## config.mk

```make
export PLATFORM = sky130hd
export DESIGN_NAME = typing_game_top
export DESIGN_NICKNAME = d
export VERILOG_FILES = /design/src/common/typing_game_pkg.sv /design/src/common/field_if.sv /design/src/letter_field/letter_field.sv /design/src/design/game_ctrl.sv /design/src/design/pixel_mixer.sv /design/src/design/typing_game_top.sv
export VERILOG_INCLUDE_DIRS = /design/src /design/src/common
export SDC_FILE = /design/constraint.sdc
export NUM_CORES = 1
export LEC_CHECK = 0
export BUFFER_PORTS_ARGS = -buffer_cell sky130_fd_sc_hd__buf_2
export CAP_MARGIN = 30
export CORE_ASPECT_RATIO = 0.9
export CORE_UTILIZATION = 51
export DETAILED_ROUTE_END_ITERATION = 8
export GPL_ROUTABILITY_DRIVEN = 0
export MAX_ROUTING_LAYER = met4
export PLACE_DENSITY = 0.67
export RECOVER_POWER = 100
export SYNTH_ARGS = -nofsm -noshare
export SYNTH_HDL_FRONTEND = slang
export SYNTH_SLANG_ARGS = --single-unit
```

## constraint.sdc

```tcl
create_clock -name clk -period 6.7 [get_ports clk]
set_input_delay 0.67 -clock clk [delete_from_list [all_inputs] [get_ports clk]]
set_output_delay 0.67 -clock clk [all_outputs]
set_load 0.01 [all_outputs]
```

## src/common/typing_game_params.svh

```systemverilog
`ifndef TYPING_GAME_PARAMS_SVH
`define TYPING_GAME_PARAMS_SVH

// Slot bank
`define NUM_SLOTS     4
`define LETTER_COUNT  26
`define START_CODE    27

// Spawn and fall timing, raise for a real display
`define SPAWN_PERIOD  64
`define FALL_SHIFT    2

// Screen geometry
`define FLOOR_Y       600
`define X_MIN         40
`define X_MAX         750
`define LETTER_SIZE   32
`define BANNER_SIZE   64

// Banners
`define START_X       610
`define START_Y       610
`define OVER_X        500
`define OVER_Y        250
`define START_RGB     12'h0CF
`define OVER_RGB      12'hE22

`endif

```

## src/common/typing_game_pkg.sv

```systemverilog
package typing_game_pkg;

    typedef logic [4:0]  key_code_t;
    typedef logic [10:0] coord_t;
    typedef logic [11:0] rgb_t;
    typedef logic [15:0] age_t;
    typedef logic [7:0]  score_t;

    // One falling letter, 40 bits
    typedef struct packed
    {
        logic        active;
        key_code_t   code;
        coord_t      x;
        coord_t      y;
        logic [11:0] age;
    } slot_t;

    typedef enum logic [1:0]
    {
        IDLE = 2'd0,
        RUN  = 2'd1,
        OVER = 2'd2
    } game_state_t;

    //////////////////////////////
    // Letter colour
    //////////////////////////////

    // Full red, green from the low code bits, top code bit in blue
    function automatic rgb_t letter_rgb(input key_code_t code);
        rgb_t colour;
        colour[11:8] = 4'hF;
        colour[7:4]  = code[3:0];
        colour[3:1]  = 3'b000;
        colour[0]    = code[4];
        return colour;
    endfunction

endpackage

```

## src/common/field_if.sv

```systemverilog
`timescale 1ns/1ns
`include "typing_game_params.svh"

interface field_if import typing_game_pkg::*; ();

    slot_t [`NUM_SLOTS-1:0] slots;
    logic                   floor_hit;
    logic                   hit;
    game_state_t            state;
    logic                   restart;

    modport field
    (
        output slots, floor_hit, hit,
        input  state, restart
    );

    modport ctrl
    (
        output state, restart,
        input  floor_hit, hit
    );

    modport mixer
    (
        input slots, state
    );

endinterface

```

## src/letter_field/letter_field.sv

```systemverilog
`timescale 1ns/1ns
`include "typing_game_params.svh"

module letter_field import typing_game_pkg::*;
(
    input  logic      clk,
    input  logic      rst_n,
    input  logic      key_valid,
    input  key_code_t key_code,
    field_if.field    fld
);

    localparam int SPAWN_W = $clog2(`SPAWN_PERIOD);

    logic                  running;
    logic                  key_valid_q;
    key_code_t             key_q;
    logic                  letter_key;
    key_code_t             letter_cnt;
    coord_t                col_cnt;
    logic [SPAWN_W-1:0]    spawn_cnt;
    logic                  spawn_due;
    logic [`NUM_SLOTS-1:0] spawn_sel;
    logic [`NUM_SLOTS-1:0] clear_sel;

    // Quadratic fall law
    function automatic coord_t fall_height(input logic [11:0] age);
        age_t base;
        age_t square;
        base   = age_t'(age) >> `FALL_SHIFT;
        square = base * base;
        return coord_t'(square);
    endfunction

    assign running    = (fld.state == RUN);
    assign spawn_due  = (spawn_cnt == SPAWN_W'(`SPAWN_PERIOD - 1));
    assign letter_key = key_valid_q && (key_q >= 5'd1) && (key_q <= 5'(`LETTER_COUNT));

    // Keys act one cycle after they are sampled
    always_ff @(posedge clk)
    begin
        key_q <= key_code;
    end

    always_ff @(posedge clk)
    begin
        if (!rst_n)
        begin
            key_valid_q <= 1'b0;
            fld.hit     <= 1'b0;
        end
        else
        begin
            key_valid_q <= key_valid;
            fld.hit     <= running && letter_key && (|clear_sel) && !fld.restart;
        end
    end

    //////////////////////////////
    // Run counters
    //////////////////////////////

    always_ff @(posedge clk)
    begin
        if (!rst_n || fld.restart)
        begin
            letter_cnt <= 5'd1;
            col_cnt    <= coord_t'(`X_MIN);
            spawn_cnt  <= '0;
        end
        else if (running)
        begin
            if (letter_cnt == 5'(`LETTER_COUNT))
                letter_cnt <= 5'd1;
            else
                letter_cnt <= letter_cnt + 5'd1;

            if (col_cnt == coord_t'(`X_MAX))
                col_cnt <= coord_t'(`X_MIN);
            else
                col_cnt <= col_cnt + 11'd1;

            if (spawn_due)
                spawn_cnt <= '0;
            else
                spawn_cnt <= spawn_cnt + SPAWN_W'(1);
        end
    end

    //////////////////////////////
    // Slot bank
    //////////////////////////////

    // Lowest free slot and lowest matching slot as one-hot masks
    always_comb
    begin
        spawn_sel = '0;
        clear_sel = '0;
        for (int i = `NUM_SLOTS - 1; i >= 0; i--)
        begin
            if (!fld.slots[i].active)
            begin
                spawn_sel    = '0;
                spawn_sel[i] = 1'b1;
            end
            if (fld.slots[i].active && (fld.slots[i].code == key_q))
            begin
                clear_sel    = '0;
                clear_sel[i] = 1'b1;
            end
        end
    end

    always_comb
    begin
        fld.floor_hit = 1'b0;
        for (int i = 0; i < `NUM_SLOTS; i++)
        begin
            if (fld.slots[i].active && (fld.slots[i].y >= coord_t'(`FLOOR_Y)))
                fld.floor_hit = 1'b1;
        end
    end

    // Slots freeze outside RUN
    always_ff @(posedge clk)
    begin
        for (int i = 0; i < `NUM_SLOTS; i++)
        begin
            if (!rst_n || fld.restart)
                fld.slots[i] <= '0;
            else if (running)
            begin
                if (letter_key && clear_sel[i])
                    fld.slots[i].active <= 1'b0;
                else if (spawn_due && spawn_sel[i])
                    fld.slots[i] <= '{active: 1'b1, code: letter_cnt, x: col_cnt,
                                      y: '0, age: '0};
                else if (fld.slots[i].active)
                begin
                    fld.slots[i].age <= fld.slots[i].age + 12'd1;
                    fld.slots[i].y   <= fall_height(fld.slots[i].age);
                end
            end
        end
    end

    // Letter counter wrap must never spawn a bad code
    for (genvar g = 0; g < `NUM_SLOTS; g++)
    begin : g_code_chk
        a_code_range: assert property (@(posedge clk) disable iff (!rst_n)
            fld.slots[g].active |->
                (fld.slots[g].code >= 5'd1) && (fld.slots[g].code <= 5'(`LETTER_COUNT)));
    end

    // A hit may still land on the edge that ends the round
    a_hit_in_run: assert property (@(posedge clk) disable iff (!rst_n)
        fld.hit |-> ((fld.state == RUN) || $rose(fld.state == OVER)));

endmodule

```

## src/design/game_ctrl.sv

```systemverilog
`timescale 1ns/1ns
`include "typing_game_params.svh"

module game_ctrl import typing_game_pkg::*;
(
    input  logic      clk,
    input  logic      rst_n,
    input  logic      key_valid,
    input  key_code_t key_code,
    field_if.ctrl     ctl,
    output score_t    score
);

    logic        start_key;
    game_state_t state_next;

    // Start is accepted in every state
    assign start_key = key_valid && (key_code == 5'(`START_CODE));

    //////////////////////////////
    // Round FSM
    //////////////////////////////

    always_comb
    begin
        state_next = ctl.state;
        if (ctl.restart)
            state_next = RUN;
        else
        begin
            case (ctl.state)
                IDLE:    state_next = IDLE;
                RUN:     state_next = ctl.floor_hit ? OVER : RUN;
                OVER:    state_next = OVER;
                default: state_next = IDLE;
            endcase
        end
    end

    always_ff @(posedge clk)
    begin
        if (!rst_n)
        begin
            ctl.state   <= IDLE;
            ctl.restart <= 1'b0;
        end
        else
        begin
            ctl.state   <= state_next;
            ctl.restart <= start_key;
        end
    end

    // Saturating hit counter
    always_ff @(posedge clk)
    begin
        if (!rst_n || ctl.restart)
            score <= '0;
        else if (ctl.hit && (score != '1))
            score <= score + 8'd1;
    end

    // A new round starts running with the field clear of the floor
    a_no_restart_over: assert property (@(posedge clk) disable iff (!rst_n)
        ctl.restart |=> (ctl.state == RUN) && !ctl.floor_hit);

endmodule

```

## src/design/pixel_mixer.sv

```systemverilog
`timescale 1ns/1ns
`include "typing_game_params.svh"

module pixel_mixer import typing_game_pkg::*;
(
    input  logic   clk,
    input  logic   rst_n,
    input  coord_t hcount,
    input  coord_t vcount,
    field_if.mixer mix,
    output rgb_t   rgb
);

    rgb_t pixel;

    // Corner inclusive, far edge exclusive
    function automatic logic in_box(
        input coord_t      px,
        input coord_t      py,
        input coord_t      bx,
        input coord_t      by,
        input logic [11:0] size
    );
        logic [11:0] x_end;
        logic [11:0] y_end;
        x_end = {1'b0, bx} + size;
        y_end = {1'b0, by} + size;
        return (px >= bx) && ({1'b0, px} < x_end) && (py >= by) && ({1'b0, py} < y_end);
    endfunction

    //////////////////////////////
    // Layers
    //////////////////////////////

    always_comb
    begin
        pixel = '0;

        // Walk down so the lowest slot lands on top
        for (int i = `NUM_SLOTS - 1; i >= 0; i--)
        begin
            if (mix.slots[i].active &&
                in_box(hcount, vcount, mix.slots[i].x, mix.slots[i].y, 12'(`LETTER_SIZE)))
                pixel = letter_rgb(mix.slots[i].code);
        end

        if ((mix.state == IDLE) &&
            in_box(hcount, vcount, coord_t'(`START_X), coord_t'(`START_Y),
                   12'(`BANNER_SIZE)))
            pixel = `START_RGB;
        else if ((mix.state == OVER) &&
                 in_box(hcount, vcount, coord_t'(`OVER_X), coord_t'(`OVER_Y),
                        12'(`BANNER_SIZE)))
            pixel = `OVER_RGB;
    end

    always_ff @(posedge clk)
    begin
        if (!rst_n)
            rgb <= '0;
        else
            rgb <= pixel;
    end

endmodule

```

## src/design/typing_game_top.sv

```systemverilog
`timescale 1ns/1ns

module typing_game_top import typing_game_pkg::*;
(
    input  logic      clk,
    input  logic      rst_n,
    input  logic      key_valid,
    input  key_code_t key_code,
    input  coord_t    hcount,
    input  coord_t    vcount,
    output rgb_t      rgb,
    output logic      game_over,
    output score_t    score
);

    field_if fld ();

    letter_field letter_field_i
    (
        .clk       (clk),
        .rst_n     (rst_n),
        .key_valid (key_valid),
        .key_code  (key_code),
        .fld       (fld.field)
    );

    game_ctrl game_ctrl_i
    (
        .clk       (clk),
        .rst_n     (rst_n),
        .key_valid (key_valid),
        .key_code  (key_code),
        .ctl       (fld.ctrl),
        .score     (score)
    );

    pixel_mixer pixel_mixer_i
    (
        .clk       (clk),
        .rst_n     (rst_n),
        .hcount    (hcount),
        .vcount    (vcount),
        .mix       (fld.mixer),
        .rgb       (rgb)
    );

    assign game_over = (fld.state == OVER);

endmodule

```

======== Word-level counts from Yosys, hierarchy flattened ========
Index checks and enable logic that the tools add are counted.
storage, ports and cells
  flip-flop bits (word level) ............. 212
  latch bits .............................. 0
  bits in writable memories ............... 0
  ROM bits ................................ 0
  bits of input ports ..................... 30
  output and inout bits ................... 21
  word-level logic and storage cells ...... 214
  memories kept ........................... 0
cells by class
  add/subtract/negate cells ............... 16
  $mul .................................... 4
  divide/modulo/power cells ............... 0
  order comparisons ....................... 30
  eq/ne operators ......................... 11
  shifts and indexed selects .............. 0
  multiplexer cells ....................... 40
  bitwise gates (word level) .............. 5
  reductions and logical operators ........ 75
operators with widths
  kind                   count
  $mux 23                8
  $add 11x6->12 const B  8
  $lt 11x12->1           8
  $ge 11x11->1           8
  $mux 17                4
  $ge 11x10->1 const B   6
  $mux 12                5
  $add 12x1->12 const B  4
  $logic_and 1x1->1      47
  $mul 10x10->11         4
  $lt 11x10->1 const B   3
  $mux 4                 8
  $reduce_and 3->1       8
  $eq 5x5->1             4
  $reduce_bool 2->1      8
  $add 11x1->11 const B  1
  $eq 11x10->1 const B   1
  $ge 11x8->1 const B    1
  $ge 11x9->1 const B    1
  $lt 11x9->1 const B    1
  $mux 11                1
  $eq 5x5->1 const B     2
  $mux 1                 9
  $add 8x1->8 const B    1
  other kinds (21)       30

======== Longest topological paths before layout ========
Gate-level depths: netlist of run 1.
  depth after elaboration ................. 12
  depth in mapped cells ................... 20
  mapped depth without buffers ............ 19

======== Hierarchy ========
Synthesis of run 1 repeated with hierarchy kept, for this count alone.
unflattened totals
  cell total of the unflattened synthesis .. 2196
  area total of the unflattened synthesis .. 18236.2 um^2
modules (own cells, without submodules)
  module           instances  cells an instance  area each (um^2)  seq. area each (um^2)
  letter_field     1          1518               12996.2           3703.6
  pixel_mixer      1          618                4680.7            180.2
  game_ctrl        1          59                 545.5             220.2
  typing_game_top  1          1                  13.8              0.0

======== Least setup slack after synthesis of run 1 ========
OpenSTA, ideal clock, no wires.
  path type ............................... reg-to-reg
  start point ............................. reg, netlist name letter_field_i.fld.slots[123]
  end point ............................... reg, netlist name letter_field_i.fld.slots[142]
  setup time .............................. 70 ps
  arrival time ............................ 4669 ps
  data required time ...................... 6630 ps
  setup slack ............................. 1961 ps
  cell stages (with the launch flop) ...... 19
  buffers on the path ..................... 1
  period minus slack after synthesis ...... 4739 ps
  path through ............................ dfxtp_1 > clkbuf_1 > and2_1 > fa_1 > fa_1 > inv_1 > fa_1 > inv_1 > fa_1 > inv_1 > fa_1 > inv_1 > ha_1 > or3_1 > o21ai_0 > a21oi_1 > xnor2_1 > or3_1 > a21oi_1
on the way
  longest elaborated chain between the ends .. 3
ends and longest elaborated chain
  what            line                 RTL
  $mul 10x10->11  letter_field.sv:31   square = base * base;
  $mux 23         letter_field.sv:138  else if (fld.slots[i].active)
  $mux 23         letter_field.sv:135  else if (spawn_due && spawn_sel[i])
Every way passes these cells. The select of a mux whose other input is x is not followed.
A chain may end at the register's enable or synchronous reset.

======== Worst setup path after layout of run 1 ========
  start point ............................. reg game_ctrl_i.ctl.restart
  end point ............................... reg, netlist name letter_field_i.fld.slots[79]
on the way
  longest elaborated chain between the ends .. 1
ends and longest elaborated chain
  what                    line                 RTL
  start, declared         field_if.sv:20       output state, restart,
  start signal, assigned  game_ctrl.sv:50      ctl.restart <= start_key;
  $logic_or 1x1->1        letter_field.sv:129  if (!rst_n || fld.restart)
Every way passes these cells.

==> flow_summary.ini, run 1 <==
[clock_tree]
clkLatencyLatePin_ns = 0.54
clockBufferDepth = 3
postCtsHoldBufs = 0
htree_levels = 1
numCtsBuffers = 25
cts_tree = yes
cts-resized-gates = 0
postCtsSetupBuffers = 0
clkSinkCount = 205
path_clk_slew_ns = 0.06
clock_tree.root_cell = clkbuf_16

[sta]
tightest_slew_ns = 2.47
max_slew_margin_pct = -64.5
slew_violations = 118
fin_crit_sh_pct = 78.8
fin_worst_skew_ns = 0.0236
finalSetupViolCount = 0
hold_viol = 0
period_needed_ns = 5.28
rsz0062_at_grt = no
fmax_mhz = 189
tns_ns = 0

[logic_synthesis]
synth_edf_count = 0
synth_area_leaders = dfxtp_1 (23%), ha_1 (17%), fa_1 (12%)
synthFlopType = dfxtp_1
synth_common_cells = inv_1 (294), ha_1 (237), nand2_1 (214)
yosysSeqAreaShare_pct = 22.9
synthesis.instances = 2162
syn_area_per_cell_sq_um = 8.29
ys.warnings.count = 0
syn_nets = 2533
synth_top_area_cell = dfxtp_1
synthArstFlopShare_pct = 0
yosysMostFrequentCell = inv_1
syn_area_sq_mm = 0.0179
synth.distinct_cells = 78
synth_seq_cells = 205
synth_top_cell_area_share_pct = 22.9

[critical_path]
worst-path-max-fanout = 52
start_kind = flip-flop
worstSetupPathType = reg -> reg
cp.arrival_ns = 5.70
cp-end-kind = flip-flop
required_ns = 7.12

[global_routing]
grt_first_pass_wirelength_mm = 72.1
grt.overflow.total = 0
grt_usage_pct = 25.3
grt_pass1_vias = 14400
grt_max_degree = 53
antenna_found_initial = 0

[detailed_routing]
wire_per_inst_um = 16.4
routed_wl_mm = 43.3
ant_nets = 0
via_per_inst = 5.56
drc = 0
drtIter0Drc = 898
num_vias = 14700
first_pass_iters = 5

[finish]
fill_cells = 3253
synthToLayoutAreaGrowth_pct = 7.19
drive_gt1_share_pct = 4.35
num_antenna_cells = 0
fin_nets = 2541
post-route-util_pct = 56.1

[floorplanning]
die_area_sq_mm = 0.0359
die_y_um = 180
io_pins = 51
coreArea_sq_mm = 0.0343
initial_utilization_pct = 52.3
num_rows = 64
die_width_um = 200

[placed_design]
portBuffers = 50
dp_hpwl_mm = 33.4

[status]
status = finished with violations
failed_checks = max-capacitance violations, max-slew violations

[pwr]
max-vdd-ir-drop_mv = 0.165
p_leak_nw = 8.04
powerDensity_mw_per_mm2 = 141

[hold_path]
hold_class = in -> reg

[flow_run]
drv_cap = 3
[kinds of logic after synthesis]
kind of cell	synth area share (%)
and+or+nand+nor	19.6
buffers and inverters	8.13
adders and majority gates	28.2
AOI/OAI and AO/OA	12.1
DFF	22.9
xor gates and xnor gates	7.62
muxes	1.51
[worst max-delay path, cell delays in order (launching register included)]
cell and delay [ns]:
dfxtp_1 0.36, nand2b_1 1.02, clkbuf_1 1.58, clkbuf_1 1.85
nor2_1 0.14, o21a_1 0.20
[metal layers]
layer	GRT usage, %	wire, um
met5	-	0
met1	33.2	19700
met3	2.27	2240
met4	5.47	770
met2	42.1	20600
[final timing paths]
| kind | from | cells past startpoint | to | slack, ns |
|---|---|---|---|---|
| worst max-delay path | game_ctrl_i.ctl.restart | 5 | letter_field_i.fld.slots[79] | 1.42 |
| worst min-delay path | key_code[3] | 1 | letter_field_i.key_q[3] | 0.24 |
| worst max register to register | game_ctrl_i.ctl.restart | 5 | letter_field_i.fld.slots[79] | 1.42 |
| worst min register to register | letter_field_i.fld.slots[147] | 2 | letter_field_i.fld.slots[147] | 0.45 |
[stage by stage]
stage	cell area (sq um)	instances	total power [W]	setup slack (ns)	hold slack, ns
after CTS	19300	2647	0.00274	1.76	0.219
after detailed placement	18500	2605	0.00143	1.78	0.445
after global placement	18500	2603	0.00142	1.83	0.440
final	19200	2647	0.00271	1.42	0.242
after floorplan	17900	2162	0.00136	1.96	0.432
after global routing	19200	2647	0.00281	1.01	0.236
[where the power goes]
group | switching, W | total [W] | internal [W] | leakage, nW
sequential | 0.00000449 | 0.00123 | 0.00122 | 1.65
combinational | 0.000117 | 0.000182 | 0.0000651 | 6.01
clock | 0.000551 | 0.00131 | 0.000756 | 0.377
total | 0.000673 | 0.00271 | 0.00204 | 8.04
[flip-flops by register name, summed over array words and instances (netlist names), 2 cells and up]
name                       flops
game_ctrl_i.ctl.state          2
game_ctrl_i.score              8
letter_field_i.col_cnt        11
letter_field_i.fld.slots     156
letter_field_i.key_q           5
letter_field_i.letter_cnt      5
letter_field_i.spawn_cnt       6
pixel_mixer_i.rgb              9
[layout by cell type, fill, tap and decap left out, types with 27 or more instances in the layout]
cell type	Yosys	final
mux2i_1	27	27
clkbuf_1	62	34
nand4_1	32	32
xnor2_1	105	105
a21oi_1	137	137
xor2_1	51	51
dfxtp_1	205	205
and2_1	60	58
ha_1	237	237
nand2_1	214	214
nand3_1	73	73
o21ai_0	58	58
nor3_1	48	48
nor2_1	160	160
fa_1	104	104
inv_1	294	294
[cell type report]
type / count / area (sq um) / share of cell area [%]
timing repair buffer: 62 / 287 / 1.49
clock buffer: 31 / 678 / 3.53
clock inverter: 11 / 103 / 0.534
multi-input combinational: 1581 / 12400 / 64.3
inverter: 295 / 1110 / 5.76
tap: 462 / 578 / 3.01
sequential: 205 / 4100 / 21.4
Note: power is estimated with default switching activity, not from simulation.
==> run 2, diff against run 1 <==
==> constraint.sdc (replaced) <==
create_clock -name clk -period 4.9 [get_ports clk]
set_input_delay 0.49 -clock clk [delete_from_list [all_inputs] [get_ports clk]]
set_output_delay 0.49 -clock clk [all_outputs]
set_load 0.01 [all_outputs]
==> run 2 against run 1 <==
The flow still finishes with violations (max-capacitance violations, max-slew violations). First-iteration DRC count down 5.3%. Sequential cell count stayed put. Combinational power grew 39%. Wire length is 2.0% higher. Register-to-register slack worse by 1.2 ns. Via count grew 1.1%. Clock-buffer cell count up 1. Core utilization up 0.52 points. Hold slack worse by 0.18 ns. Clock skew down 0.0051 ns. Highest routed layer unchanged.
==> flow_summary.ini, run 2 (same netlist as run 1, synthesis figures left out) <==
[finish]
stdcell_area_sq_mm = 0.0194
largest_reg_flops = 156
most-common-layout-cells = inv_1 (294), ha_1 (237), nand2_1 (214)
ff_latch_area_sq_mm = 0.00411
final_common_cell = inv_1
fin_nets = 2556
drive_gt1_share_pct = 5.36
synthToLayoutAreaGrowth_pct = 8.18
multi_input_area_sq_mm = 0.0123
top_regs = letter_field_i.fld.slots x156, letter_field_i.col_cnt x11, pixel_mixer_i.rgb x9
fill_cells = 3239
top_register = letter_field_i.fld.slots

[detailed_routing]
ant_nets = 0
wl_met1_mm = 20.6
routed_wl_mm = 44.2
dr.max_layer_used = met4
wl_met3_mm = 2.19
met2_wirelength_mm = 20.2
num_vias = 14900
drc = 0
drtIter0Drc = 850
via_per_inst = 5.59
wire_per_inst_um = 16.6
first_pass_iters = 7

[sta]
slew_violations = 123
fmax_mhz = 213
fin_worst_skew_ns = 0.0185
tns_ns = 0
fin_crit_sh_pct = 95.9
tightest_slew_ns = 2.81
max_slew_margin_pct = -87.2
rsz0062_at_grt = no
hold_viol = 0
period_needed_ns = 4.70
worst_hold_slack_ns = 0.0625
finalSetupViolCount = 0

[placed_design]
portBuffers = 50
place_area_sq_mm = 0.0186
dp_hpwl_mm = 33.6

[clock_tree]
htree_levels = 1
clock_tree.root_cell = clkbuf_16
clockBufferDepth = 3
clkSinkCount = 205
numCtsBuffers = 24
clkLatencyLatePin_ns = 0.54
cts_tree = yes
path_clk_slew_ns = 0.06
postCtsSetupBuffers = 0

[critical_path]
cp.arrival_ns = 5.15
start_kind = flip-flop
cp-end-kind = flip-flop
required_ns = 5.35
worst-path-max-fanout = 5
worstSetupPathType = reg -> reg

[global_routing]
antenna_found_initial = 1
grt_pass1_vias = 14900
grt.overflow.total = 0
grt_usage_pct = 26.0
grt_max_degree = 71
grt_first_pass_wirelength_mm = 74.4

[floorplanning]
die_area_sq_mm = 0.0359
die_y_um = 180
coreArea_sq_mm = 0.0343
io_pins = 51
num_rows = 64
initial_utilization_pct = 52.3
die_width_um = 200

[status]
failed_checks = max-capacitance violations, max-slew violations
status = finished with violations

[pwr]
p_sw_w = 0.000911
powerDensity_mw_per_mm2 = 198
totalPowerFinal_w = 0.00383
max-vdd-ir-drop_mv = 0.244
p_leak_nw = 8.17
clkPwrFrac_pct = 49.6
switching_share_pct = 23.8
seqPwrFrac_pct = 43.8
combPwrFrac_pct = 6.6
power.internal_w = 0.00292

[hold_path]
hold_class = in -> reg

[flow_run]
drv_cap = 3
-- run 2: area by class of cell --
cell class,instances,area share [%]
Antenna cell,1,0.0129
Clock buffer,32,3.61
Clock inverter,10,0.736
Inverter,295,5.71
Multi-Input combinational cell,1581,63.7
Sequential cell,205,21.2
Tap cell,462,2.98
Timing Repair Buffer,78,2.10
-- run 2: metrics by stage --
step | setup slack [ns] | utilization, % | instances
floorplan | 0.161 | - | 2162
global placement | 0.198 | 54.3 | 2618
detailed placement | 0.134 | 54.3 | 2621
CTS | 0.103 | 56.8 | 2663
global route | 0.00136 | 56.6 | 2664
finish | 0.200 | 56.6 | 2664
-- run 2: per-layer routing --
metal	GRT usage, %	vias up
met2	41.3	345
met1	34.7	7179
met3	2.98	88
met5	-	-
li1	-	7278
met4	7.73	0
-- run 2: worst paths after layout --
check	from	endpoint	slack, ns	cells past startpoint
setup / recovery	letter_field_i.fld.slots[129]	letter_field_i.fld.slots[142]	0.20	17
hold / removal	key_code[0]	letter_field_i.key_q[0]	0.06	1
setup reg to reg	letter_field_i.fld.slots[129]	letter_field_i.fld.slots[142]	0.20	17
hold reg to reg	letter_field_i.fld.slots[104]	letter_field_i.fld.slots[104]	0.45	2
-- run 2: timing repair --
action / 4_1_cts / 5_1_grt
resized for setup: 0 / 7
endpoints found under the setup margin: 0 / 3
hold buffers: 0 / 0
-- run 2: power by group through the flow --
stage | logic, W | registers [W] | clock network (W)
after floorplan | 0.000159 | 0.00171 | 0
after global placement | 0.000236 | 0.00171 | 0
after detailed placement | 0.000248 | 0.00171 | 0
after CTS | 0.000250 | 0.00168 | 0.00193
after global routing | 0.000282 | 0.00168 | 0.00201
final | 0.000253 | 0.00168 | 0.00190
-- run 2: worst max-delay path, stage by stage (launching register included) --
cell and delay, ns:
dfxtp_1 0.34, and2_1 0.20, fa_1 0.51, fa_1 0.51
inv_1 0.05, fa_1 0.47, inv_1 0.06, fa_1 0.54
inv_1 0.06, fa_1 0.49, inv_1 0.04, ha_1 0.33
or3_1 0.31, o21ai_0 0.07, a21oi_1 0.07, xnor2_1 0.13
or3_1 0.31, a21oi_1 0.16
==> run 3, diff against run 2 <==
--- a/config.mk
+++ b/config.mk
@@ -8,7 +8,6 @@
 export LEC_CHECK = 0
 export BUFFER_PORTS_ARGS = -buffer_cell sky130_fd_sc_hd__buf_2
 export CAP_MARGIN = 30
-export CORE_ASPECT_RATIO = 0.9
 export CORE_UTILIZATION = 51
 export DETAILED_ROUTE_END_ITERATION = 8
 export GPL_ROUTABILITY_DRIVEN = 0
==> run 3 against run 2 <==
The run still ends with max-capacitance violations, max-slew violations left. Hold slack improved by 0.017 ns. Power grew 2.3%. Register-to-register slack improved by 0.04 ns.
==> flow_summary.ini, run 3 (same netlist as run 1, synthesis figures left out) <==
[finish]
final_common_cell = inv_1
fin_nets = 2552
stdcell_area_sq_mm = 0.0194
stdcell_count = 2657
fill_cells = 3226
ff_latch_area_sq_mm = 0.00411
top_regs = letter_field_i.fld.slots x156, letter_field_i.col_cnt x11, pixel_mixer_i.rgb x9
multi_input_area_sq_mm = 0.0123
top_register = letter_field_i.fld.slots
drive_gt1_share_pct = 5.23
synthToLayoutAreaGrowth_pct = 8.21
most-common-layout-cells = inv_1 (294), ha_1 (237), nand2_1 (213)
largest_reg_flops = 156

[floorplanning]
die_width_um = 189
io_pins = 51
coreArea_sq_mm = 0.0345
initial_utilization_pct = 51.9
die_area_sq_mm = 0.0359
die_y_um = 189
num_rows = 68

[placed_design]
portBuffers = 50
dp_hpwl_mm = 33.8
place_area_sq_mm = 0.0186
place_inst = 2609
dp_slack_ns = 0.159

[flow_run]
drv_cap = 1

[critical_path]
crit_top_cell = fa_1
crit_path_max_incr_delay_ns = 0.53
r2r_end = letter_field_i.fld.slots[142]
r2r_cells = 17
path_cells = and2_4 > fa_1 > fa_1 > inv_1 > fa_1 > inv_1 > fa_1 > inv_1 > fa_1 > inv_1 > ha_1 > or3_1 > o21ai_0 > a21oi_1 > xnor2_1 > or3_1 > a21oi_1
worstSetupPathType = reg -> reg
endpoint = letter_field_i.fld.slots[142]
worst-path-max-fanout = 5
cp.arrival_ns = 5.10
critPathLaunch = letter_field_i.fld.slots[129]
start_kind = flip-flop
r2r_start = letter_field_i.fld.slots[129]
rrSetupSlack_ns = 0.24
cp-end-kind = flip-flop
crit_slowest_cell = fa_1
required_ns = 5.34

[sta]
fin_crit_sh_pct = 95.2
period_needed_ns = 4.66
setup_slack_ns = 0.235
fmax_mhz = 214
tightest_slew_ns = 1.73
hold_viol = 0
rsz0062_at_grt = no
fin_worst_skew_ns = 0.0274
max_slew_margin_pct = -15.8
tns_ns = 0
slew_violations = 25
finalSetupViolCount = 0

[clock_tree]
clkLatencyLatePin_ns = 0.55
postCtsSetupBuffers = 0
clkSinkCount = 205
path_clk_slew_ns = 0.06
numCtsBuffers = 25
clock_tree.root_cell = clkbuf_16
htree_levels = 1
cts_tree = yes
clockBufferDepth = 3

[detailed_routing]
via_per_inst = 5.56
wire_per_inst_um = 16.4
first_pass_iters = 8
num_vias = 14800
ant_nets = 0
drc = 0
routed_wl_mm = 43.7
drtIter0Drc = 952

[global_routing]
grt.overflow.total = 0
grt_max_degree = 80
grt_pass1_vias = 14500
grt_first_pass_wirelength_mm = 72.4
grt_usage_pct = 25.6
antenna_found_initial = 3

[hold_path]
hold_class = in -> reg

[status]
failed_checks = max-capacitance violations, max-slew violations
status = finished with violations

[pwr]
totalPowerFinal_w = 0.00392
max-vdd-ir-drop_mv = 0.234
p_leak_nw = 8.16
powerDensity_mw_per_mm2 = 202
run 3: cell count changes in the layout (fill, tap and decap cells not counted), sizes merged:
cell      delta
clkbuf       +5
diode        +1
buf          -7
clkinv       -3
bufinv       +1
inv          +1
clkinvlp     +2
run 3: how the worst min path moves through the flow:
| stage | startpoint | to | depth (start not counted) |
|---|---|---|---|
| floorplan | letter_field_i.fld.slots[106] | letter_field_i.fld.slots[106] | 2 |
| global placement | letter_field_i.fld.slots[147] | letter_field_i.fld.slots[147] | 2 |
| detailed placement | letter_field_i.fld.slots[104] | letter_field_i.fld.slots[104] | 2 |
| CTS | key_code[4] | letter_field_i.key_q[4] | 1 |
| global route | key_code[4] | letter_field_i.key_q[4] | 1 |
| finish | key_code[4] | letter_field_i.key_q[4] | 1 |
run 3: routing by layer:
metal  part of all wire (%)  up-vias  wire length [um]  global-route usage (%)
met5                      0        -                 0                       -
met4                    3.4        0              1490                    8.59
met3                    5.0       87              2160                    2.67
met2                     47      339             20700                    42.9
met1                     44     7053             19300                    32.0
li1                       -     7292                 -                       -
run 3: area by class of cell:
class,count,share of cell area (%)
multi-input cells,1581,63.6
flip-flops and latches,205,21.2
inverters,295,5.71
clock buffers,35,3.73
well taps,455,2.93
repair buffers,73,1.92
clock inverters,11,0.877
diodes,2,0.0258
run 3: power breakdown:
part | total [W] | switching [W] | internal [W]
registers | 0.00168 | 0.00000751 | 0.00167
logic | 0.000250 | 0.000161 | 0.0000891
clock network | 0.00199 | 0.000750 | 0.00124
total | 0.00392 | 0.000918 | 0.00300
run 3: through the flow:
stage,utilization [%],hold slack [ns]
after global placement,53.7,0.441
after detailed placement,53.8,0.446
final,56.2,0.0796
after CTS,56.4,0.0637
after global routing,56.2,0.0665
after floorplan,-,0.432
run 3: what timing repair did:
| action | 4_1_cts | 5_1_grt |
|---|---|---|
| hold buffers | 0 | 0 |
| gates resized for setup | 0 | 10 |
| endpoints found under the setup margin | 0 | 2 |
run 3: critical path, delay by kind of cell, from the launching register on:
kind	cells	cell delay, ns
buf+inv	4	0.19
fa+ha+maj	6	2.82
compound gates	3	0.29
simple gates	3	0.81
xor+xnor	1	0.13
flops	1	0.35
